File: src/verilog/extractor_pkg.sv
// NTS extractor shared definitions
// Data path types, buffer and transmitter state encodings,
// core identity and the register map offsets
package extractor_pkg;

  // --------------------
  // Data path types
  // --------------------

  // One packet word as delivered by the engine
  typedef logic [63:0] word_t;
  // Byte lane valid mask towards the MAC, bit i for lane i
  typedef logic [7:0]  mask_t;
  // Bytes used in a packet's last word, 1 to 8
  typedef logic [3:0]  lwdv_t;
  typedef logic [63:0] counter_t;
  typedef logic [31:0] api_data_t;

  // --------------------
  // State encodings
  // --------------------

  // Buffer ring entry, walked in this order
  typedef enum logic [1:0] {
    UNUSED,
    WRITING,
    LOADED,
    READING
  } buf_state_e;

  typedef enum logic [2:0] {
    IDLE,
    PREFETCH,
    AWAIT_ACK,
    WRITE,
    SILENT
  } tx_state_e;

  // --------------------
  // Identity and register map
  // --------------------

  // ASCII "NTS-EXTR" and "0.01"
  parameter logic [63:0] CORE_NAME    = 64'h4e_54_53_2d_45_58_54_52;
  parameter logic [31:0] CORE_VERSION = 32'h30_2e_30_31;

  // Offsets from the register base
  parameter int OFS_NAME0   = 0;
  parameter int OFS_NAME1   = 1;
  parameter int OFS_VERSION = 2;
  // High half here, low half snapshot at +1
  parameter int OFS_BYTES   = 10;
  parameter int OFS_PACKETS = 12;

endpackage

File: src/verilog/api_stats.sv
// Statistics and register read port
// Counts transmitted bytes and packets from the MAC side, keeps a
// low half snapshot per counter and decodes reads from the base
`timescale 1ns/1ps

module api_stats #(
  parameter int API_ADDR_WIDTH = 12,
  parameter int API_ADDR_BASE  = 'h400
) (
  input  logic                      i_clk,
  input  logic                      i_areset,
  input  logic                      i_api_cs,
  input  logic                      i_api_we,
  input  logic [API_ADDR_WIDTH-1:0] i_api_address,
  output extractor_pkg::api_data_t  o_api_read_data,
  input  logic                      i_mac_tx_start,
  input  logic                      i_mac_tx_ack,
  input  extractor_pkg::mask_t      i_mac_tx_data_valid
);

  extractor_pkg::counter_t   bytes_cnt;
  extractor_pkg::counter_t   packets_cnt;
  extractor_pkg::api_data_t  bytes_lo;
  extractor_pkg::api_data_t  packets_lo;
  logic [API_ADDR_WIDTH-1:0] offset;
  logic                      rd;
  logic                      hold;
  logic                      count_en;

  assign offset = i_api_address - API_ADDR_WIDTH'(API_ADDR_BASE);
  assign rd     = i_api_cs && !i_api_we;

  // Word 0 is held until ack, count it once
  assign count_en = (i_mac_tx_data_valid != '0) && !hold;

  always_ff @(posedge i_clk or posedge i_areset) begin
    if (i_areset) begin
      bytes_cnt   <= '0;
      packets_cnt <= '0;
      bytes_lo    <= '0;
      packets_lo  <= '0;
      hold        <= 1'b0;
    end else begin
      hold <= (i_mac_tx_start || hold) && !i_mac_tx_ack;
      if (count_en) begin
        bytes_cnt <= bytes_cnt + 64'($countones(i_mac_tx_data_valid));
      end
      if (i_mac_tx_start) begin
        packets_cnt <= packets_cnt + 1'b1;
      end
      // High half read freezes the low half
      if (rd && offset == extractor_pkg::OFS_BYTES) begin
        bytes_lo <= bytes_cnt[31:0];
      end
      if (rd && offset == extractor_pkg::OFS_PACKETS) begin
        packets_lo <= packets_cnt[31:0];
      end
    end
  end

  // --------------------
  // Read decoder
  // --------------------

  always_comb begin
    o_api_read_data = '0;
    if (rd) begin
      case (offset)
        extractor_pkg::OFS_NAME0:       o_api_read_data = extractor_pkg::CORE_NAME[63:32];
        extractor_pkg::OFS_NAME1:       o_api_read_data = extractor_pkg::CORE_NAME[31:0];
        extractor_pkg::OFS_VERSION:     o_api_read_data = extractor_pkg::CORE_VERSION;
        extractor_pkg::OFS_BYTES:       o_api_read_data = bytes_cnt[63:32];
        extractor_pkg::OFS_BYTES + 1:   o_api_read_data = bytes_lo;
        extractor_pkg::OFS_PACKETS:     o_api_read_data = packets_cnt[63:32];
        extractor_pkg::OFS_PACKETS + 1: o_api_read_data = packets_lo;
        default:                        o_api_read_data = '0;
      endcase
    end
  end

endmodule

File: config.mk
export PLATFORM = sky130hd
export DESIGN_NAME = api_stats
export DESIGN_NICKNAME = d
export VERILOG_FILES = /design/src/verilog/extractor_pkg.sv /design/src/verilog/api_stats.sv
export SDC_FILE = /design/constraint.sdc
export NUM_CORES = 1
export LEC_CHECK = 0
export BUFFER_PORTS_ARGS = -buffer_cell sky130_fd_sc_hd__buf_2
export CAP_MARGIN = 20
export CORE_MARGIN = 1.5
export CORE_UTILIZATION = 29
export CTS_CLUSTER_DIAMETER = 150
export CTS_CLUSTER_SIZE = 30
export DETAILED_ROUTE_END_ITERATION = 7
export PLACE_DENSITY = 0.56
export REMOVE_ABC_BUFFERS = 1
export SYNTH_ARGS = -nofsm -noshare
export SYNTH_HDL_FRONTEND = slang
export SYNTH_SLANG_ARGS = --single-unit
File: constraint.sdc
create_clock -name i_clk -period 10.3 [get_ports i_clk]
set_input_delay 2.06 -clock i_clk [delete_from_list [all_inputs] [get_ports i_clk]]
set_output_delay 2.06 -clock i_clk [all_outputs]
set_load 0.02 [all_outputs]
==> metrics <==
status=finished, final reports clean; Initial Util=29.34%; wire per inst=16.99 um; worst setup margin=3.755 ns; internal power=1.231 mW; Crit. End Element=output port; critical path data arrival time=~4.5 ns; Worst EP required=8.24 ns; first-pass GRT wire length=about 38 mm; NetSw=0.4657 mW; VDD IR max=0.1102 mV; Place WS=between 3 and 4 ns; synthesized cell area=roughly 10000 sq um; Final Non-Filler Cells=1404; hold_sp=bytes_cnt[63]; Multi-input gate area=4718 sq um; cts bufs inserted=17; EDFF count, synth=0; period utilisation layout=63.54%; Yosys warnings=0; layout cell share with drive strength beyond 1=18.32%; HPWL Detailed=17.61 mm; Final Critical Period=6.545 ns; initial drt markers=305; CP max-delay cell=or4b_4; total track usage=14.04%; Die H=187.0 um; cell area power density=152.3 nW/um^2; critical-path cell list=buf_2 -> nor4_1 -> or4b_4 -> nor2_1 -> nand2_1 -> a21oi_1 -> buf_2; CTS tree=yes; fill count=~3400; row count=67; H-Tree Depth=4; relative slew slack=~37%; post-synth top area share=between 40% and 50%; Post-Synthesis Cells=894; vias per cell=4.835; clock skew=about 0.013 ns; largest net degree at the start of global routing=121; post-synth cell types=48; critical path fanouts, max=6; Leak Pwr=5.204 nW; GRT Residual Overflow=0; DR vias=6788; Worst-Skew Late Latency=0.44 ns; #FFs+latches synth=193; post-route setup TNS=0 ns; Max Fclk=0.1528 GHz; port buffer count=57; Routability Congestion=0.9108; post-CTS setup repair buffer count=0; CTS Buffer Depth=2; Area growth syn-to-layout=13.50%; Chip Width=187.0 um; Synth async-reset ratio=100.0%; top_reg_cell synth=dfrtp_1; synthesized area per cell=10.98 sq um; Reg area=4830 sq um; Sequential Power Share=48.9%; Setup crit start kind=primary input; RSZ-0062 raised after global routing=false; design area=11140 sq um; Worst path most repeated cell=buf_2; io pins=58; Synth area leader=dfrtp_1; dpl cells=1371; Sw Share=27.45%; register area share after synthesis=49.22%; clk slew on worst S/H paths=0.07 ns; hold_buf cts=0; DRT Pass-1 Iters=7; drt drc=0; Tot Pwr=1.696 mW; crit-path max cell delay=0.56 ns; Reg2Reg Launch Point=bytes_cnt[0]; Comb power frac=12.4%; Core Area=33450 sq um; Crit. Startpoint=i_api_address[5]; Nets=981; Sink Count=193; PostCTS Resize Cnt=0; initial antenna violation count=1; ANT nets after route=0; Slew Limit Fails=0; max-cap viol count=0; worst slew pin tran=about 0.94 ns; vias in the first global route=6763; Final Core Density=33.30%; die area=34950 sq um; Final Hold Vio Count=0; Setup Viol. Count Final=0; clock group share of total power=roughly 39%; area post-placement=~11000 sq um; Clock Root Buffer=clkbuf_16; Post-Route WL=23.86 mm; Hold Crit Class=flip-flop to flip-flop; hold slack=between 0.4 and 0.5 ns; synth top area cells=dfrtp_1 (49%), mux2_2 (7.3%), mux2i_1 (6.5%); Setup CP Type=primary input to output port
routing by layer:
metal,up-vias,track usage (%),wire [um]
li1,3246,-,-
met1,3365,17.72,10600
met3,49,2.158,618
met5,-,0,0
met2,128,23.41,11580
met4,0,7.041,1064
final timing paths:
check / end / slack, ns / cells after the start
min reg2reg: bytes_cnt[63] / 0.48 / 1
max reg2reg: bytes_cnt[62] / 6.49 / 12
min in group asynchronous: packets_cnt[25] / 1.77 / 2
max: o_api_read_data[6] / 3.76 / 7
max in group asynchronous: bytes_cnt[39] / 7.07 / 3
min: bytes_cnt[63] / 0.48 / 1
flip-flops by register name (all words and copies together), names as in the netlist:
| name | cells |
|---|---|
| bytes_cnt | 64 |
| bytes_lo | 32 |
| hold | 1 |
| packets_cnt | 64 |
| packets_lo | 32 |
Yosys cell counts, types with 2 or more instances:
library cell / count
or3_1: 3
nand3_1: 44
dfrtp_1: 193
nor2_1: 52
nor4_1: 11
and3_1: 15
and4_1: 14
clkbuf_1: 21
buf_2: 3
and2_1: 9
xor2_1: 54
ha_1: 8
nor3_1: 26
nor3b_1: 2
mux2_2: 64
buf_4: 8
fa_1: 5
mux2i_1: 64
nor4b_1: 2
nand2_1: 71
inv_1: 27
buf_1: 2
a21o_1: 2
a21oi_1: 33
nand2b_1: 4
mux2_1: 3
nor2_2: 3
xnor2_1: 72
nor2b_1: 2
nand4_1: 27
o22a_1: 6
or4b_4: 2
o22ai_1: 26
nor4_4: 2
power by group through the flow:
stage                     logic, mW  registers [mW]  clock network, mW
final                         0.210           0.830              0.656
after global routing          0.240           0.836              0.701
after CTS                     0.216           0.830              0.668
after detailed placement      0.214           0.845                  0
after global placement        0.210           0.845                  0
after floorplan               0.164           0.833                  0
cell type report:
| type | instances | share of cell area, % |
|---|---|---|
| tap | 448 | 5.033 |
| inverter | 27 | 0.9773 |
| clock inverter | 15 | 1.370 |
| sequential | 193 | 43.36 |
| multi-input combinational | 639 | 42.36 |
| antenna | 1 | 0.02247 |
| clock buffer | 17 | 3.819 |
| timing repair buffer | 64 | 3.055 |
critical path: cells and delay by family:
family                 cells  cell delay (ns)
and+or+nand+nor            4             1.70
buffers and inverters      2             0.37
AOI/OAI and AO/OA          1             0.35
layout by cell type, fill, tap and decap left out, types with 3 or more instances in the layout:
cell       Yosys  layout
or3_1          3       3
inv_1         27      26
nor2_1        52      51
inv_8          0       5
o22ai_1       26      26
nor3_1        26      26
nor4_1        11      11
mux2_1         3       3
and2_1         9       9
dfrtp_1      193     193
buf_2          3      56
a21oi_1       33      33
o22a_1         6       6
nand2_1       71      71
ha_1           8       8
nand4_1       27      27
nand3_1       44      44
clkbuf_16      0      17
and4_1        14      14
fa_1           5       5
xor2_1        54      54
and3_1        15      15
xnor2_1       72      72
clkinv_4       0       5
mux2_2        64      64
mux2i_1       64      64
nand2b_1       4       4
nor2_2         3       4
buf_4          8       8
logic make-up (layout without fill, tap and decap cells):
group	after synthesis	in the layout	share of synthesized area (%)
AOI/OAI and AO/OA	70	70	4.259
xor gates and xnor gates	126	126	11.25
muxes	131	131	14.22
other	0	1	0
buffers and inverters	62	123	2.729
adders and majority gates	13	13	2.040
and+or+nand+nor	299	299	16.29
DFF	193	193	49.22
(Power assumes the default switching activity.)
