### src/verilog/extractor_pkg.sv
// NTS extractor shared definitions
// Data path types, buffer and transmitter state encodings,
// core identity and the register map offsets
package extractor_pkg;

  // --------------------
  // Data path types
  // --------------------

  // One packet word as delivered by the engine
  typedef logic [63:0] word_t;
  // Byte lane valid mask towards the MAC, bit i for lane i
  typedef logic [7:0]  mask_t;
  // Bytes used in a packet's last word, 1 to 8
  typedef logic [3:0]  lwdv_t;
  typedef logic [63:0] counter_t;
  typedef logic [31:0] api_data_t;

  // --------------------
  // State encodings
  // --------------------

  // Buffer ring entry, walked in this order
  typedef enum logic [1:0] {
    UNUSED,
    WRITING,
    LOADED,
    READING
  } buf_state_e;

  typedef enum logic [2:0] {
    IDLE,
    PREFETCH,
    AWAIT_ACK,
    WRITE,
    SILENT
  } tx_state_e;

  // --------------------
  // Identity and register map
  // --------------------

  // ASCII "NTS-EXTR" and "0.01"
  parameter logic [63:0] CORE_NAME    = 64'h4e_54_53_2d_45_58_54_52;
  parameter logic [31:0] CORE_VERSION = 32'h30_2e_30_31;

  // Offsets from the register base
  parameter int OFS_NAME0   = 0;
  parameter int OFS_NAME1   = 1;
  parameter int OFS_VERSION = 2;
  // High half here, low half snapshot at +1
  parameter int OFS_BYTES   = 10;
  parameter int OFS_PACKETS = 12;

endpackage

### src/verilog/extractor_ifs.sv
// Extractor internal interfaces
// fill_if  : buffer control towards the engine side writer
// drain_if : buffer control towards the MAC transmitter
`timescale 1ns/1ps

interface fill_if #(
  parameter int BUF_SEL_WIDTH   = 2,
  parameter int WORD_ADDR_WIDTH = 6
);
  logic [BUF_SEL_WIDTH-1:0]   buf_sel;
  // Selected buffer is UNUSED
  logic                       free;
  logic                       begin_pkt;
  logic                       end_pkt;
  extractor_pkg::lwdv_t       lwdv;
  logic [WORD_ADDR_WIDTH-1:0] last_addr;

  modport ctrl (output buf_sel, free, input begin_pkt, end_pkt, lwdv, last_addr);
  modport writer (input buf_sel, free, output begin_pkt, end_pkt, lwdv, last_addr);
endinterface


### src/verilog/engine_writer.sv
// Engine FIFO to buffer writer
// Pops a finished packet from the show-ahead engine FIFO into the
// buffer picked by the ring control. Writes go through one register
// stage so the RAM sees each word a cycle after its pop
`timescale 1ns/1ps

module engine_writer #(
  parameter int BUF_SEL_WIDTH   = 2,
  parameter int WORD_ADDR_WIDTH = 6
) (
  input  logic                                     i_clk,
  input  logic                                     i_areset,
  fill_if.writer                                   fill,
  input  logic                                     i_engine_packet_available,
  input  logic                                     i_engine_fifo_empty,
  input  extractor_pkg::word_t                     i_engine_fifo_rd_data,
  input  extractor_pkg::lwdv_t                     i_engine_bytes_last_word,
  output logic                                     o_engine_fifo_rd_en,
  output logic                                     o_engine_packet_read,
  output logic                                     o_wr_en,
  output logic [BUF_SEL_WIDTH+WORD_ADDR_WIDTH-1:0] o_wr_addr,
  output extractor_pkg::word_t                     o_wr_data
);

  typedef enum logic {W_IDLE, W_WRITING} wr_state_e;

  wr_state_e                  state;
  logic [WORD_ADDR_WIDTH-1:0] word_cnt;
  extractor_pkg::lwdv_t       lwdv_q;
  logic                       pkt_start;
  logic                       pop;

  // Free buffer, packet ready and a word on show
  assign pkt_start = (state == W_IDLE) && fill.free && i_engine_packet_available &&
                     !i_engine_fifo_empty;
  assign pop = pkt_start || ((state == W_WRITING) && !i_engine_fifo_empty);

  assign o_engine_fifo_rd_en = pop;
  assign fill.begin_pkt      = pkt_start;
  // First empty cycle closes the packet
  assign fill.end_pkt        = (state == W_WRITING) && i_engine_fifo_empty;
  assign fill.lwdv           = lwdv_q;
  assign fill.last_addr      = word_cnt - 1'b1;

  always_ff @(posedge i_clk or posedge i_areset) begin
    if (i_areset) begin
      state                <= W_IDLE;
      word_cnt             <= '0;
      lwdv_q               <= '0;
      o_engine_packet_read <= 1'b0;
      o_wr_en              <= 1'b0;
    end else begin
      o_engine_packet_read <= fill.end_pkt;
      o_wr_en              <= pop;
      if (pkt_start) begin
        state  <= W_WRITING;
        lwdv_q <= i_engine_bytes_last_word;
      end
      if (pop) begin
        word_cnt <= word_cnt + 1'b1;
      end else if (fill.end_pkt) begin
        state    <= W_IDLE;
        word_cnt <= '0;
      end
    end
  end

  // Write pipeline payload
  always_ff @(posedge i_clk) begin
    if (pop) begin
      o_wr_addr <= {fill.buf_sel, word_cnt};
      o_wr_data <= i_engine_fifo_rd_data;
    end
  end

endmodule

### src/flat_wrapper.sv
// flat-port wrapper written by rule: the top's interface ports become plain ports
module engine_writer_flat 
#(
  parameter int BUF_SEL_WIDTH   = 2,
  parameter int WORD_ADDR_WIDTH = 6
)
  (i_clk, i_areset, i_engine_packet_available, i_engine_fifo_empty, i_engine_fifo_rd_data, i_engine_bytes_last_word, o_engine_fifo_rd_en, o_engine_packet_read, o_wr_en, o_wr_addr, o_wr_data, fill_buf_sel, fill_free, fill_begin_pkt, fill_end_pkt, fill_lwdv, fill_last_addr);
  fill_if #(.BUF_SEL_WIDTH(BUF_SEL_WIDTH), .WORD_ADDR_WIDTH(WORD_ADDR_WIDTH)) fill_i ();
  input  logic i_clk;
  input  logic i_areset;
  input  logic i_engine_packet_available;
  input  logic i_engine_fifo_empty;
  input  extractor_pkg::word_t i_engine_fifo_rd_data;
  input  extractor_pkg::lwdv_t i_engine_bytes_last_word;
  output logic o_engine_fifo_rd_en;
  output logic o_engine_packet_read;
  output logic o_wr_en;
  output logic [BUF_SEL_WIDTH+WORD_ADDR_WIDTH-1:0] o_wr_addr;
  output extractor_pkg::word_t o_wr_data;
  input wire logic [$bits(fill_i.buf_sel)-1:0] fill_buf_sel;
  input wire logic [$bits(fill_i.free)-1:0] fill_free;
  output wire logic [$bits(fill_i.begin_pkt)-1:0] fill_begin_pkt;
  output wire logic [$bits(fill_i.end_pkt)-1:0] fill_end_pkt;
  output wire logic [$bits(fill_i.lwdv)-1:0] fill_lwdv;
  output wire logic [$bits(fill_i.last_addr)-1:0] fill_last_addr;
  assign fill_i.buf_sel = fill_buf_sel;
  assign fill_i.free = fill_free;
  assign fill_begin_pkt = fill_i.begin_pkt;
  assign fill_end_pkt = fill_i.end_pkt;
  assign fill_lwdv = fill_i.lwdv;
  assign fill_last_addr = fill_i.last_addr;
  engine_writer #(.BUF_SEL_WIDTH(BUF_SEL_WIDTH), .WORD_ADDR_WIDTH(WORD_ADDR_WIDTH)) u_core (.i_clk(i_clk), .i_areset(i_areset), .fill(fill_i), .i_engine_packet_available(i_engine_packet_available), .i_engine_fifo_empty(i_engine_fifo_empty), .i_engine_fifo_rd_data(i_engine_fifo_rd_data), .i_engine_bytes_last_word(i_engine_bytes_last_word), .o_engine_fifo_rd_en(o_engine_fifo_rd_en), .o_engine_packet_read(o_engine_packet_read), .o_wr_en(o_wr_en), .o_wr_addr(o_wr_addr), .o_wr_data(o_wr_data));
endmodule
### config.mk
export PLATFORM = sky130hd
export DESIGN_NAME = engine_writer_flat
export DESIGN_NICKNAME = d
export VERILOG_FILES = /design/src/verilog/extractor_pkg.sv /design/src/verilog/extractor_ifs.sv /design/src/verilog/engine_writer.sv /design/src/flat_wrapper.sv
export SDC_FILE = /design/constraint.sdc
export NUM_CORES = 1
export LEC_CHECK = 0
export BUFFER_PORTS_ARGS = -buffer_cell sky130_fd_sc_hd__buf_2
export CELL_PAD_IN_SITES_DETAIL_PLACEMENT = 0
export CELL_PAD_IN_SITES_GLOBAL_PLACEMENT = 1
export CORE_UTILIZATION = 34
export DETAILED_ROUTE_END_ITERATION = 12
export PLACE_DENSITY = 0.77
export SYNTH_ARGS = -nofsm -noshare
export SYNTH_HDL_FRONTEND = slang
export SYNTH_SLANG_ARGS = --single-unit
### constraint.sdc
create_clock -name i_clk -period 5.58 [get_ports i_clk]
set_input_delay 0.558 -clock i_clk [delete_from_list [all_inputs] [get_ports i_clk]]
set_output_delay 0.558 -clock i_clk [all_outputs]
set_load 0.02 [all_outputs]
==> results.ini <==
[run_status]
status=complete, no violations

[route]
post_drt_wl_per_cell_um=14.0
via_count=1780
drtAntennaViolNets=0
drc=0
first_iter_violations=43
firstDrtPassIters=4
wl_um=5780
avgViaCountPerCell=4.31

[pwr]
ir_drop_mv=0.130
total_power_mw=1.35
power_leakage_nw=1.74
power.density_nw_per_um2=341

[global_routing]
grt_pass1_vias=1631
antenna_found_initial=0
grt.total_usage_pct=13.0
grt_start_max_net_pins=46
grt_pass1_wl_um=8360
grt.overflow.total=0

[place]
place_ws_ps=2980
dpl.hpwl_um=4330
place.gp.congestion=0.729
placed_cells=397
dpl_cell_area_um2=3790
portBuffers=161

[logic_synthesis]
yosys_warnings=0
synth_area_per_cell_um2=21.6
synth-seq-area-share_pct=86.6
yosys.cell_types.count=29
synthFlopType=edfxtp_1
synth_top_area_cell=edfxtp_1
synth_edf_count=72
synth_top_area_share_pct=75.3
netlist_area_um2=2870
synth_cells=133
synth-seq-cells=85
synthArstFlopShare_pct=15.3
synth_nets=210
synthTopCellsByCount=edfxtp_1 (72), dfrtp_1 (13), inv_1 (5)
yosys-top-cells-area=edfxtp_1 (75%), dfrtp_1 (11%), mux2_4 (2.1%)
synth.most_common_cell=edfxtp_1

[timing]
maxSlewViolCount=0
min_period_ps=2600
period_share_pct=46.6
worst_clock_skew_ps=7.80
setup_violations=0
finalHoldViolCount=0
whs_ps=235
fmax_ghz=0.385
fin_ws_ps=2980
slew_headroom_pct=40.0
grt_setup_unrepaired=false
fin_setup_tns_ps=0
tightest_slew_ps=898

[floorplan]
die_area_um2=8820
die_w_um=93.9
core_um2=8220
die_y_um=93.9
fp-row-count=33
io_pins=162
start_util_pct=35.0

[clock_tree]
cts_buffers=9
post_cts_resized=0
clock_latency_ps=340
clockBufferDepth=2
cts_sinks=85
clkTransAtPathRegs_ps=90
cts_setup_buffers=0
htree_levels=3
clockRootBuffer=clkbuf_8
cts_tree=yes
cts_hold_buf=0

[setup_path]
critPathSlowestCell=nor2_4
end_kind=primary output
worstPathMaxFanout=34
cp-start-kind=flip-flop
worstPathArrival_ps=2040
cp_slowest_stage_delay_ps=740
cp_cell_sequence=a21oi_1 > nor2_4 > buf_2
required_ps=5020
path_class=flip-flop to primary output

[final_layout]
fillers=738
final_area_um2=3970
final_core_util_pct=48.3
antenna_cells=0
nets=380
syn_to_final_growth_pct=38.1
drive_above_1_share_pct=61.0
fin_cells=413

[min_path]
hp-class=primary input to asynchronous set/reset pin

[run]
maxCapViolCount=0

power breakdown:
| part | leakage, nW | switching, mW | total, mW | internal [mW] |
|---|---|---|---|---|
| clock network | 0.0868 | 0.216 | 0.381 | 0.165 |
| logic | 0.815 | 0.130 | 0.214 | 0.0847 |
| registers | 0.839 | 0.0225 | 0.757 | 0.735 |
| total | 1.74 | 0.369 | 1.35 | 0.984 |
routing by layer:
layer	GRT usage, %	share of wire, %
met1	15.6	41
met2	20.9	49
met3	5.18	8.8
met4	5.00	0.95
met5	0	0
layout by cell type (no fill, tap or decap), types with 2 or more instances in the layout:
master    instances
a22o_1            3
buf_2           161
clkbuf_8          9
clkinv_4          3
dfrtp_1          13
edfxtp_1         72
ha_1              2
inv_1             5
mux2_4            4
nand2_1           2
nand3_1           2
nor2_1            3
nor4_1            2
o32ai_1           2
xnor2_1           3
path summary, 6_finish.rpt:
check                                          start                    to  slack [ps]  cells after the start
min reg2reg                      u_core.fill.lwdv[2]   u_core.fill.lwdv[2]         520                      1
min                                         i_areset   u_core.fill.lwdv[1]         230                      2
max reg2reg                             u_core.state  u_core.o_wr_data[19]        3210                      3
max                                     u_core.state   o_engine_fifo_rd_en        2980                      3
max in group asynchronous                   i_areset        u_core.o_wr_en        4990                      2
min in group i_clk         i_engine_fifo_rd_data[25]  u_core.o_wr_data[25]         390                      1
cell families after synthesis:
logic type	Yosys count	synth area share (%)
muxes	5	2.48
adders and majority gates	2	0.871
and+or+nand+nor	19	4.18
AOI/OAI and AO/OA	10	2.83
xor gates and xnor gates	4	1.22
DFF	85	86.6
buffers and inverters	8	1.83
state kept, by name (all words and copies together), names as in the netlist:
signal                       cells
u_core.o_wr_data                64
u_core.o_engine_packet_read      1
u_core.o_wr_en                   1
u_core.word_cnt                  6
u_core.fill.lwdv                 4
u_core.o_wr_addr                 8
u_core.state                     1
worst max-delay path, delay by kind of cell, from the launching register on:
family          cells  cell delay, ps
compound gates      1             180
buf+inv             1             300
flops               1             460
simple gates        1             740
final cells by class:
class / instances / area [µm²] / share of cell area [%]
timing repair buffer: 162 / 813 / 20.5
clock buffer: 10 / 128 / 3.22
inverter: 5 / 18.8 / 0.473
sequential: 85 / 2490 / 62.7
clock inverter: 6 / 47.5 / 1.20
multi-input combinational: 40 / 340 / 8.58
tap: 105 / 131 / 3.31
Note: power is estimated with default switching activity, not from simulation.
