File: src/verilog/extractor_pkg.sv
// NTS extractor shared definitions
// Data path types, buffer and transmitter state encodings,
// core identity and the register map offsets
package extractor_pkg;

  // --------------------
  // Data path types
  // --------------------

  // One packet word as delivered by the engine
  typedef logic [63:0] word_t;
  // Byte lane valid mask towards the MAC, bit i for lane i
  typedef logic [7:0]  mask_t;
  // Bytes used in a packet's last word, 1 to 8
  typedef logic [3:0]  lwdv_t;
  typedef logic [63:0] counter_t;
  typedef logic [31:0] api_data_t;

  // --------------------
  // State encodings
  // --------------------

  // Buffer ring entry, walked in this order
  typedef enum logic [1:0] {
    UNUSED,
    WRITING,
    LOADED,
    READING
  } buf_state_e;

  typedef enum logic [2:0] {
    IDLE,
    PREFETCH,
    AWAIT_ACK,
    WRITE,
    SILENT
  } tx_state_e;

  // --------------------
  // Identity and register map
  // --------------------

  // ASCII "NTS-EXTR" and "0.01"
  parameter logic [63:0] CORE_NAME    = 64'h4e_54_53_2d_45_58_54_52;
  parameter logic [31:0] CORE_VERSION = 32'h30_2e_30_31;

  // Offsets from the register base
  parameter int OFS_NAME0   = 0;
  parameter int OFS_NAME1   = 1;
  parameter int OFS_VERSION = 2;
  // High half here, low half snapshot at +1
  parameter int OFS_BYTES   = 10;
  parameter int OFS_PACKETS = 12;

endpackage

File: src/verilog/extractor_ifs.sv


interface drain_if #(
  parameter int BUF_SEL_WIDTH   = 2,
  parameter int WORD_ADDR_WIDTH = 6
);
  logic                       loaded;
  logic [BUF_SEL_WIDTH-1:0]   buf_sel;
  logic [WORD_ADDR_WIDTH-1:0] last_addr;
  extractor_pkg::mask_t       lwdv_mask;
  // LOADED to READING
  logic                       take;
  // READING to UNUSED, ring pointer moves on
  logic                       release_buf;

  modport ctrl (output loaded, buf_sel, last_addr, lwdv_mask, input take, release_buf);
  modport tx (input loaded, buf_sel, last_addr, lwdv_mask, output take, release_buf);
endinterface

File: src/verilog/mac_transmitter.sv
// MAC transmitter
// Streams a loaded buffer to the MAC. Word 0 goes out with start and
// is held until ack, the rest follows without gaps, then one all-zero
// cycle ends the packet. Bytes are reversed and masked per lane
`timescale 1ns/1ps

module mac_transmitter #(
  parameter int BUF_SEL_WIDTH   = 2,
  parameter int WORD_ADDR_WIDTH = 6
) (
  input  logic                                     i_clk,
  input  logic                                     i_areset,
  drain_if.tx                                      drain,
  output logic [BUF_SEL_WIDTH+WORD_ADDR_WIDTH-1:0] o_rd_addr,
  input  extractor_pkg::word_t                     i_rd_data,
  input  logic                                     i_mac_tx_ack,
  output logic                                     o_mac_tx_start,
  output extractor_pkg::word_t                     o_mac_tx_data,
  output extractor_pkg::mask_t                     o_mac_tx_data_valid
);

  extractor_pkg::tx_state_e   state;
  // Word index currently on i_rd_data
  logic [WORD_ADDR_WIDTH-1:0] cnt;
  logic [WORD_ADDR_WIDTH-1:0] rd_word;
  logic                       last_word;
  extractor_pkg::mask_t       word_mask;
  logic                       release_q;

  // Lane i carries stored byte 7-i where valid
  function automatic extractor_pkg::word_t swap_bytes(input extractor_pkg::word_t d,
                                                      input extractor_pkg::mask_t m);
    extractor_pkg::word_t r;
    for (int i = 0; i < 8; i++) begin
      r[8*i +: 8] = m[i] ? d[8*(7-i) +: 8] : 8'h00;
    end
    return r;
  endfunction

  assign last_word = (cnt == drain.last_addr);
  assign word_mask = last_word ? drain.lwdv_mask : '1;

  // --------------------
  // Read address, one word ahead
  // --------------------

  always_comb begin
    case (state)
      extractor_pkg::IDLE:      rd_word = '0;
      extractor_pkg::PREFETCH:  rd_word = WORD_ADDR_WIDTH'(1);
      // Keep word 1 on the read port until ack
      extractor_pkg::AWAIT_ACK: rd_word = i_mac_tx_ack ? cnt + 1'b1 : cnt;
      extractor_pkg::WRITE:     rd_word = cnt + 1'b1;
      default:                  rd_word = cnt;
    endcase
  end

  assign o_rd_addr         = {drain.buf_sel, rd_word};
  assign drain.take        = (state == extractor_pkg::IDLE) && drain.loaded;
  // Pulses with the zero cycle on the MAC side
  assign drain.release_buf = release_q;

  // --------------------
  // Transmit FSM
  // --------------------

  always_ff @(posedge i_clk or posedge i_areset) begin
    if (i_areset) begin
      state               <= extractor_pkg::IDLE;
      cnt                 <= '0;
      release_q           <= 1'b0;
      o_mac_tx_start      <= 1'b0;
      o_mac_tx_data       <= '0;
      o_mac_tx_data_valid <= '0;
    end else begin
      cnt                 <= rd_word;
      release_q           <= 1'b0;
      o_mac_tx_start      <= 1'b0;
      o_mac_tx_data       <= '0;
      o_mac_tx_data_valid <= '0;
      case (state)
        extractor_pkg::IDLE: begin
          if (drain.loaded) begin
            state <= extractor_pkg::PREFETCH;
          end
        end
        extractor_pkg::PREFETCH: begin
          // Word 0 is on the read port now
          o_mac_tx_start      <= 1'b1;
          o_mac_tx_data       <= swap_bytes(i_rd_data, '1);
          o_mac_tx_data_valid <= '1;
          state               <= extractor_pkg::AWAIT_ACK;
        end
        extractor_pkg::AWAIT_ACK: begin
          if (i_mac_tx_ack) begin
            o_mac_tx_data       <= swap_bytes(i_rd_data, word_mask);
            o_mac_tx_data_valid <= word_mask;
            state <= last_word ? extractor_pkg::SILENT : extractor_pkg::WRITE;
          end else begin
            o_mac_tx_data       <= o_mac_tx_data;
            o_mac_tx_data_valid <= o_mac_tx_data_valid;
          end
        end
        extractor_pkg::WRITE: begin
          o_mac_tx_data       <= swap_bytes(i_rd_data, word_mask);
          o_mac_tx_data_valid <= word_mask;
          if (last_word) begin
            state <= extractor_pkg::SILENT;
          end
        end
        default: begin
          // Outputs drop to zero next cycle
          release_q <= 1'b1;
          state     <= extractor_pkg::IDLE;
        end
      endcase
    end
  end

endmodule

File: src/flat_wrapper.sv
// flat-port wrapper written by rule: the top's interface ports become plain ports
module mac_transmitter_flat 
#(
  parameter int BUF_SEL_WIDTH   = 2,
  parameter int WORD_ADDR_WIDTH = 6
)
  (i_clk, i_areset, o_rd_addr, i_rd_data, i_mac_tx_ack, o_mac_tx_start, o_mac_tx_data, o_mac_tx_data_valid, drain_loaded, drain_buf_sel, drain_last_addr, drain_lwdv_mask, drain_take, drain_release_buf);
  drain_if #(.BUF_SEL_WIDTH(BUF_SEL_WIDTH), .WORD_ADDR_WIDTH(WORD_ADDR_WIDTH)) drain_i ();
  input  logic i_clk;
  input  logic i_areset;
  output logic [BUF_SEL_WIDTH+WORD_ADDR_WIDTH-1:0] o_rd_addr;
  input  extractor_pkg::word_t i_rd_data;
  input  logic i_mac_tx_ack;
  output logic o_mac_tx_start;
  output extractor_pkg::word_t o_mac_tx_data;
  output extractor_pkg::mask_t o_mac_tx_data_valid;
  input wire logic [$bits(drain_i.loaded)-1:0] drain_loaded;
  input wire logic [$bits(drain_i.buf_sel)-1:0] drain_buf_sel;
  input wire logic [$bits(drain_i.last_addr)-1:0] drain_last_addr;
  input wire logic [$bits(drain_i.lwdv_mask)-1:0] drain_lwdv_mask;
  output wire logic [$bits(drain_i.take)-1:0] drain_take;
  output wire logic [$bits(drain_i.release_buf)-1:0] drain_release_buf;
  assign drain_i.loaded = drain_loaded;
  assign drain_i.buf_sel = drain_buf_sel;
  assign drain_i.last_addr = drain_last_addr;
  assign drain_i.lwdv_mask = drain_lwdv_mask;
  assign drain_take = drain_i.take;
  assign drain_release_buf = drain_i.release_buf;
  mac_transmitter #(.BUF_SEL_WIDTH(BUF_SEL_WIDTH), .WORD_ADDR_WIDTH(WORD_ADDR_WIDTH)) u_core (.i_clk(i_clk), .i_areset(i_areset), .drain(drain_i), .o_rd_addr(o_rd_addr), .i_rd_data(i_rd_data), .i_mac_tx_ack(i_mac_tx_ack), .o_mac_tx_start(o_mac_tx_start), .o_mac_tx_data(o_mac_tx_data), .o_mac_tx_data_valid(o_mac_tx_data_valid));
endmodule
File: config.mk
export PLATFORM = sky130hd
export DESIGN_NAME = mac_transmitter_flat
export DESIGN_NICKNAME = d
export VERILOG_FILES = /design/src/verilog/extractor_pkg.sv /design/src/verilog/extractor_ifs.sv /design/src/verilog/mac_transmitter.sv /design/src/flat_wrapper.sv
export SDC_FILE = /design/constraint.sdc
export NUM_CORES = 1
export LEC_CHECK = 0
export ABC_AREA = 1
export BUFFER_PORTS_ARGS = -buffer_cell sky130_fd_sc_hd__buf_2
export CORE_MARGIN = 1.5
export CORE_UTILIZATION = 50
export DETAILED_ROUTE_END_ITERATION = 6
export GPL_ROUTABILITY_DRIVEN = 0
export PLACE_DENSITY = 0.95
export SLEW_MARGIN = 10
export SYNTH_ARGS = -nofsm -noshare
export SYNTH_HDL_FRONTEND = slang
export SYNTH_SLANG_ARGS = --single-unit
File: constraint.sdc
create_clock -name i_clk -period 5.4 [get_ports i_clk]
set_input_delay 0.27 -clock i_clk [delete_from_list [all_inputs] [get_ports i_clk]]
set_output_delay 0.27 -clock i_clk [all_outputs]
set_load 0.1 [all_outputs]
==> metrics.txt, run 1 <==
# TYPE chip_impl_metric gauge
chip_impl_metric{name="cts-buffers-inserted",unit=""} 9
chip_impl_metric{name="grt_pass1_vias",unit=""} 3346
chip_impl_metric{name="die_x",unit="um"} 87.69
chip_impl_metric{name="finish.net_count",unit=""} 666
chip_impl_metric{name="mappedNetlistNets",unit=""} 509
chip_impl_metric{name="finalCoreUtilization",unit="%"} 67.29
chip_impl_info{name="hold_path_end",value="u_core.o_mac_tx_data[13]"} 1
chip_impl_metric{name="rows",unit=""} 30
chip_impl_info{name="worstSetupStartpointType",value="register"} 1
chip_impl_info{name="synthTopCellsByArea",value="sky130_fd_sc_hd__dfrtp_1 58%, sky130_fd_sc_hd__nand2_1 19%, sky130_fd_sc_hd__nand3_1 9.4%"} 1
chip_impl_info{name="status",value="finished, final reports clean"} 1
chip_impl_info{name="endpoint_kind",value="primary output"} 1
chip_impl_metric{name="route.detailed.vias_per_inst",unit=""} 5.031
chip_impl_metric{name="multi_input_comb_area",unit="um2"} 1289
chip_impl_metric{name="postSynthCellCount",unit=""} 424
chip_impl_metric{name="syn-cell-area",unit="um2"} 3586
chip_impl_metric{name="via_count",unit=""} 3431
chip_impl_metric{name="ys_types",unit=""} 21
chip_impl_metric{name="clock_sink_count",unit=""} 83
chip_impl_metric{name="initial_core_util",unit="%"} 52.20
chip_impl_info{name="cts_tree",value="done"} 1
chip_impl_metric{name="ctsHoldBuffers",unit=""} 0
chip_impl_metric{name="path_depth_of_the_worst_reg2reg_path",unit=""} 9
chip_impl_metric{name="worst_skew_pair.late_latency",unit="ns"} 0.33
chip_impl_metric{name="synth.yosys.warnings",unit=""} 0
chip_impl_metric{name="overall_fraction_of_global_route_tracks_in_use",unit="%"} 23.90
chip_impl_metric{name="routed_wl",unit="um"} 9023
chip_impl_info{name="rsz0062_at_grt",value="false"} 1
chip_impl_metric{name="postSynthAreaPerCell",unit="um2"} 8.457
chip_impl_metric{name="route.antenna.remaining_nets",unit=""} 0
chip_impl_metric{name="finalHoldViolCount",unit=""} 0
chip_impl_metric{name="antenna_found_initial",unit=""} 0
chip_impl_info{name="yosysTopAreaCell",value="sky130_fd_sc_hd__dfrtp_1"} 1
chip_impl_metric{name="worst_slew_margin_rel",unit="%"} 19.07
chip_impl_metric{name="maxCapViolations",unit=""} 0
chip_impl_metric{name="cell_area_after_placement",unit="um2"} 4395
chip_impl_info{name="setup.worst_path.class",value="register to primary output"} 1
chip_impl_metric{name="final_cell_area",unit="um2"} 4622
chip_impl_info{name="cts.root.buffer_cell",value="sky130_fd_sc_hd__clkbuf_8"} 1
chip_impl_metric{name="die-height",unit="um"} 87.69
chip_impl_metric{name="place_ws",unit="ns"} 2.363
chip_impl_metric{name="grt_start_max_net_pins",unit=""} 84
chip_impl_metric{name="yosysTopAreaCellShare",unit="%"} 57.92
chip_impl_metric{name="crit_fanout",unit=""} 75
chip_impl_metric{name="tightestPinTransition",unit="ns"} 1.212
chip_impl_info{name="hold_path.startpoint",value="i_rd_data[53]"} 1
chip_impl_metric{name="clk_transition_reported_paths",unit="ns"} 0.09
chip_impl_metric{name="firstDrtPassIters",unit=""} 4
chip_impl_metric{name="slowest_delay",unit="ns"} 0.88
chip_impl_metric{name="cp_data_required_time",unit="ns"} 5.13
chip_impl_metric{name="synthToLayoutAreaGrowth",unit="%"} 28.89
chip_impl_metric{name="timing.final.crit_period",unit="ns"} 3.417
chip_impl_metric{name="worstHoldPathCells",unit=""} 3
chip_impl_metric{name="synth_seq_area_share",unit="%"} 57.92
chip_impl_metric{name="insertedDiodeCount",unit=""} 0
chip_impl_info{name="crit_chain",value="inv_2 -> nand2_2 -> nor2_1 -> nand2_1 -> inv_2 -> nor2_1 -> o21ai_0 -> buf_2"} 1
chip_impl_metric{name="finalClockSkew",unit="ns"} 0.006574
chip_impl_metric{name="grt.overflow.total",unit=""} 0
chip_impl_info{name="r2r-end",value="u_core.o_mac_tx_data[8]"} 1
chip_impl_metric{name="area.sequential",unit="um2"} 2077
chip_impl_metric{name="ys_ff_latch",unit=""} 83
chip_impl_info{name="rr_startpoint",value="u_core.state[2]"} 1
chip_impl_metric{name="setup_total_negative_slack",unit="ns"} 0
chip_impl_metric{name="filler_cell_count",unit=""} 576
chip_impl_metric{name="cts.htree.levels",unit=""} 3
chip_impl_metric{name="r2r_slack",unit="ns"} 2.52
chip_impl_info{name="crit_slowest_cell",value="sky130_fd_sc_hd__inv_2"} 1
chip_impl_metric{name="fp.dieArea",unit="um2"} 7689
chip_impl_metric{name="floorplan.core_area",unit="um2"} 6869
chip_impl_metric{name="timing.final.crit_share",unit="%"} 63.27
chip_impl_metric{name="finalSetupViolCount",unit=""} 0
chip_impl_metric{name="crit_arrival",unit="ns"} 3.15
chip_impl_metric{name="grt_first_pass_wirelength",unit="um"} 14240
chip_impl_metric{name="dr.first_iter.drc_count",unit=""} 139
chip_impl_metric{name="place.port_buffers",unit=""} 162
chip_impl_info{name="worst_hold_path_type",value="input pin to register"} 1
chip_impl_metric{name="remaining_drc_errors",unit=""} 0
chip_impl_metric{name="report.final.slew_viol_count",unit=""} 0
chip_impl_metric{name="worst_slack",unit="ns"} 1.984
chip_impl_metric{name="hpwlAfterDp",unit="um"} 6302
chip_impl_metric{name="post-cts-setup-buffer-count",unit=""} 0
chip_impl_metric{name="clock_tree.buffer_depth",unit=""} 2
chip_impl_metric{name="achievable-frequency",unit="MHz"} 292.7
chip_impl_metric{name="post_route_cells_drive_above_1_share",unit="%"} 33.11
chip_impl_metric{name="io_pins",unit=""} 167
chip_impl_metric{name="post_cts.resized_instances",unit=""} 0
chip_impl_metric{name="detail_route.wl_per_cell",unit="um"} 13.23
[cells in the mapped netlist, drive strengths merged]
master and number:
nand2 195, dfrtp 83, nand3 67, inv 21, nor2 19, buf 17, a21oi 6, o21ai 6
nand4 2, o22ai 2, a31oi 1, clkbuf 1, clkinv 1, ha 1, nor3 1, o211ai 1
[worst max-delay path, delay by kind of cell, from the launching register on]
kind	cells	cell delay, ns
compound gates	1	0.31
buf+inv	3	1.43
flops	1	0.42
simple gates	4	0.64
[final cells by class]
class	count	area share, %
Inverter	22	1.814
Sequential cell	83	44.94
Multi-Input combinational cell	301	27.88
Clock buffer	11	3.276
Timing Repair Buffer	164	17.87
Clock inverter	5	1.624
Tap cell	96	2.599
[logic make-up (layout without fill, tap and decap cells)]
kind of cell	after synthesis	in the layout	share of synthesized area, %
AOI/OAI and AO/OA	16	16	2.722
buffers and inverters	40	202	6.141
and+or+nand+nor	284	284	32.87
adders and majority gates	1	1	0.3489
DFF	83	83	57.92
[layout by cell type, fill, tap and decap left out, types with 3 or more instances in the layout]
cell type	instances
sky130_fd_sc_hd__inv_2	3
sky130_fd_sc_hd__nor2_1	19
sky130_fd_sc_hd__clkinv_2	4
sky130_fd_sc_hd__a21oi_1	5
sky130_fd_sc_hd__dfrtp_1	83
sky130_fd_sc_hd__nand2_1	186
sky130_fd_sc_hd__buf_2	162
sky130_fd_sc_hd__inv_1	17
sky130_fd_sc_hd__nand2_2	9
sky130_fd_sc_hd__clkbuf_8	11
sky130_fd_sc_hd__nand3_1	67
sky130_fd_sc_hd__o21ai_0	6
[metrics by stage]
| step | std cells | hold slack, ns |
|---|---|---|
| floorplan | 424 | 0.4077 |
| global placement | 666 | 0.4203 |
| detailed placement | 666 | 0.4308 |
| CTS | 682 | 0.1356 |
| global route | 682 | 0.1454 |
| finish | 682 | 0.1491 |
[layer usage]
layer  vias up  share of wire [%]  wire length (um)  track usage [%]
li1       1657                  -                 -                -
met1      1603                 40              3574            26.67
met2       159                 52              4691            44.41
met3        12                7.1               643            4.901
met4         0                1.3               114            9.524
met5         -                  0                 0                0
[flip-flops by register name, indices dropped and copies added (netlist names)]
signal                      count
u_core.cnt                      6
u_core.drain.release_buf        1
u_core.o_mac_tx_data           64
u_core.o_mac_tx_data_valid      8
u_core.o_mac_tx_start           1
u_core.state                    3
[worst max-delay path by stage]
stage | from | end | depth (start not counted)
after global routing | u_core.state[2] | o_rd_addr[3] | 8
after global placement | u_core.state[2] | o_rd_addr[0] | 8
final | u_core.state[2] | o_rd_addr[1] | 8
after CTS | u_core.state[2] | o_rd_addr[1] | 8
after detailed placement | u_core.state[2] | o_rd_addr[1] | 8
after floorplan | u_core.state[2] | u_core.cnt[1] | 7
Power of run 1 is not shown: default switching activity piles up to over one toggle a cycle in this logic, so the estimate is an artifact.
==> inputs of run 2 (changes only) <==
--- a/config.mk
+++ b/config.mk
@@ -8,10 +8,10 @@
 export ABC_AREA = 1
 export BUFFER_PORTS_ARGS = -buffer_cell sky130_fd_sc_hd__buf_2
 export CORE_MARGIN = 1.5
-export CORE_UTILIZATION = 50
+export CORE_UTILIZATION = 42
 export DETAILED_ROUTE_END_ITERATION = 6
 export GPL_ROUTABILITY_DRIVEN = 0
-export PLACE_DENSITY = 0.95
+export PLACE_DENSITY = 0.86
 export SLEW_MARGIN = 10
 export SYNTH_ARGS = -nofsm -noshare
 export SYNTH_HDL_FRONTEND = slang
==> constraint.sdc (replaced) <==
create_clock -name i_clk -period 3.1 [get_ports i_clk]
set_input_delay 0.155 -clock i_clk [delete_from_list [all_inputs] [get_ports i_clk]]
set_output_delay 0.155 -clock i_clk [all_outputs]
set_load 0.1 [all_outputs]
==> metrics.txt, run 2 (synthesis gave the netlist of run 1 again) <==
# TYPE chip_impl_metric gauge
chip_impl_metric{name="maxCapViolations",unit=""} 0
chip_impl_metric{name="finalSetupViolCount",unit=""} 0
chip_impl_metric{name="finish.net_count",unit=""} 669
chip_impl_metric{name="crit_fanout",unit=""} 6
chip_impl_metric{name="route.detailed.vias_per_inst",unit=""} 4.977
chip_impl_metric{name="ctsHoldBuffers",unit=""} 0
chip_impl_metric{name="post_cts.resized_instances",unit=""} 0
chip_impl_metric{name="worst_hold_slack",unit="ns"} 0.02798
chip_impl_metric{name="worst_slew_margin_rel",unit="%"} 30.22
chip_impl_metric{name="largest_register_ff_count",unit=""} 64
chip_impl_metric{name="cp_data_required_time",unit="ns"} 2.94
chip_impl_metric{name="grt_first_pass_wirelength",unit="um"} 14260
chip_impl_metric{name="timing.final.crit_period",unit="ns"} 2.271
chip_impl_metric{name="synthToLayoutAreaGrowth",unit="%"} 30.22
chip_impl_metric{name="post_route_cells_drive_above_1_share",unit="%"} 33.16
chip_impl_metric{name="place.port_buffers",unit=""} 162
chip_impl_metric{name="r2r_slack",unit="ns"} 0.98
chip_impl_metric{name="via_count",unit=""} 3449
chip_impl_metric{name="detail_route.wl_per_cell",unit="um"} 13.17
chip_impl_metric{name="achievable-frequency",unit="MHz"} 440.3
chip_impl_info{name="final_common_cell",value="sky130_fd_sc_hd__nand2_1"} 1
chip_impl_metric{name="met2_length",unit="um"} 4310
chip_impl_info{name="rsz0062_at_grt",value="false"} 1
chip_impl_metric{name="die_x",unit="um"} 95.40
chip_impl_metric{name="report.final.slew_viol_count",unit=""} 0
chip_impl_metric{name="die-height",unit="um"} 95.40
chip_impl_metric{name="dr.first_iter.drc_count",unit=""} 135
chip_impl_metric{name="clock_sink_count",unit=""} 83
chip_impl_metric{name="grt_start_max_net_pins",unit=""} 65
chip_impl_info{name="endpoint_kind",value="primary output"} 1
chip_impl_metric{name="hpwlAfterDp",unit="um"} 6581
chip_impl_info{name="r2r-end",value="u_core.o_mac_tx_data[27]"} 1
chip_impl_info{name="final_cell_mix",value="186 x sky130_fd_sc_hd__nand2_1, 162 x sky130_fd_sc_hd__buf_2, 83 x sky130_fd_sc_hd__dfrtp_1"} 1
chip_impl_info{name="highest-signal-layer",value="met4"} 1
chip_impl_metric{name="fp.dieArea",unit="um2"} 9101
chip_impl_metric{name="cts-buffers-inserted",unit=""} 9
chip_impl_metric{name="firstDrtPassIters",unit=""} 4
chip_impl_info{name="largestRegisters",value="u_core.o_mac_tx_data: 64 flops, u_core.o_mac_tx_data_valid: 8 flops, u_core.cnt: 6 flops"} 1
chip_impl_metric{name="post-cts-setup-buffer-count",unit=""} 0
chip_impl_metric{name="tightestPinTransition",unit="ns"} 1.047
chip_impl_metric{name="finalHoldViolCount",unit=""} 0
chip_impl_metric{name="rows",unit=""} 33
chip_impl_info{name="status",value="finished, final reports clean"} 1
chip_impl_metric{name="worst_skew_pair.late_latency",unit="ns"} 0.34
chip_impl_metric{name="io_pins",unit=""} 167
chip_impl_metric{name="cts.htree.levels",unit=""} 3
chip_impl_info{name="cts.root.buffer_cell",value="sky130_fd_sc_hd__clkbuf_8"} 1
chip_impl_metric{name="insertedDiodeCount",unit=""} 0
chip_impl_metric{name="path_depth_of_the_worst_reg2reg_path",unit=""} 9
chip_impl_metric{name="finalClockSkew",unit="ns"} 0.01452
chip_impl_metric{name="clk_transition_reported_paths",unit="ns"} 0.08
chip_impl_info{name="registers.top_by_ff_count",value="u_core.o_mac_tx_data"} 1
chip_impl_metric{name="antenna_found_initial",unit=""} 0
chip_impl_metric{name="routed_wl",unit="um"} 9128
chip_impl_metric{name="clock_tree.buffer_depth",unit=""} 2
chip_impl_metric{name="route.antenna.remaining_nets",unit=""} 0
chip_impl_metric{name="timing.final.crit_share",unit="%"} 73.26
chip_impl_metric{name="grt_pass1_vias",unit=""} 3244
chip_impl_metric{name="grt.overflow.total",unit=""} 0
chip_impl_info{name="cts_tree",value="done"} 1
chip_impl_info{name="rr_startpoint",value="u_core.state[1]"} 1
chip_impl_metric{name="crit_arrival",unit="ns"} 2.12
chip_impl_metric{name="detailroute.wirelength.met3",unit="um"} 682
chip_impl_metric{name="overall_fraction_of_global_route_tracks_in_use",unit="%"} 20.42
chip_impl_info{name="worstSetupStartpointType",value="register"} 1
chip_impl_metric{name="m1WireLength",unit="um"} 3882
chip_impl_info{name="worst_hold_path_type",value="input pin to asynchronous set/reset pin"} 1
chip_impl_metric{name="remaining_drc_errors",unit=""} 0
chip_impl_metric{name="initial_core_util",unit="%"} 43.42
chip_impl_metric{name="floorplan.core_area",unit="um2"} 8258
chip_impl_info{name="setup.worst_path.class",value="register to primary output"} 1
[run 2: metal layers]
metal	up-vias	global-route usage (%)
met5	-	0
met4	0	10.78
met3	26	5.024
met2	152	33.04
met1	1616	25.18
li1	1655	-
[run 2: area by class of cell]
cell class | count | area [um2]
clock buffers | 11 | 141.4
clock inverters | 4 | 98.84
fillers | 738 | 3588
inverters | 22 | 83.83
multi-input cells | 301 | 1289
flip-flops and latches | 83 | 2077
well taps | 105 | 131.4
repair buffers | 167 | 848.3
[run 2: worst max path at each step]
| stage | startpoint | slack, ns | endpoint | cells past startpoint |
|---|---|---|---|---|
| 2_1_floorplan | u_core.state[2] | -0.32 | u_core.cnt[1] | 7 |
| 3_3_place_gp | u_core.state[2] | 1.09 | u_core.o_mac_tx_data[5] | 10 |
| 3_5_place_dp | u_core.state[2] | 0.98 | u_core.o_mac_tx_data[28] | 10 |
| 4_1_cts | u_core.state[2] | 0.83 | o_rd_addr[3] | 8 |
| 5_1_grt | u_core.state[2] | 0.68 | o_rd_addr[3] | 8 |
| 6_report | u_core.state[2] | 0.83 | o_rd_addr[3] | 8 |
[run 2: critical path, stage by stage, from the launching register on]
cell	delay, ns
sky130_fd_sc_hd__dfrtp_1	0.42
sky130_fd_sc_hd__inv_2	0.09
sky130_fd_sc_hd__nand2_2	0.09
sky130_fd_sc_hd__nor2_1	0.14
sky130_fd_sc_hd__nand2_1	0.09
sky130_fd_sc_hd__inv_2	0.07
sky130_fd_sc_hd__nor2_1	0.11
sky130_fd_sc_hd__o21ai_0	0.28
sky130_fd_sc_hd__buf_2	0.49
[run 2: through the flow]
stage               util, %  instance area [um2]  setup TNS, ns  worst slack [ns]  cells
floorplan                 -                 3586        -0.8790           -0.3188    424
CTS                   56.55                 4669              0            0.8291    693
detailed placement    53.64                 4429              0            0.9821    678
global route          56.55                 4669              0            0.6812    693
finish                56.55                 4669              0            0.8288    693
global placement      53.64                 4429              0             1.090    678
Power of run 2 is left out for the same reason.
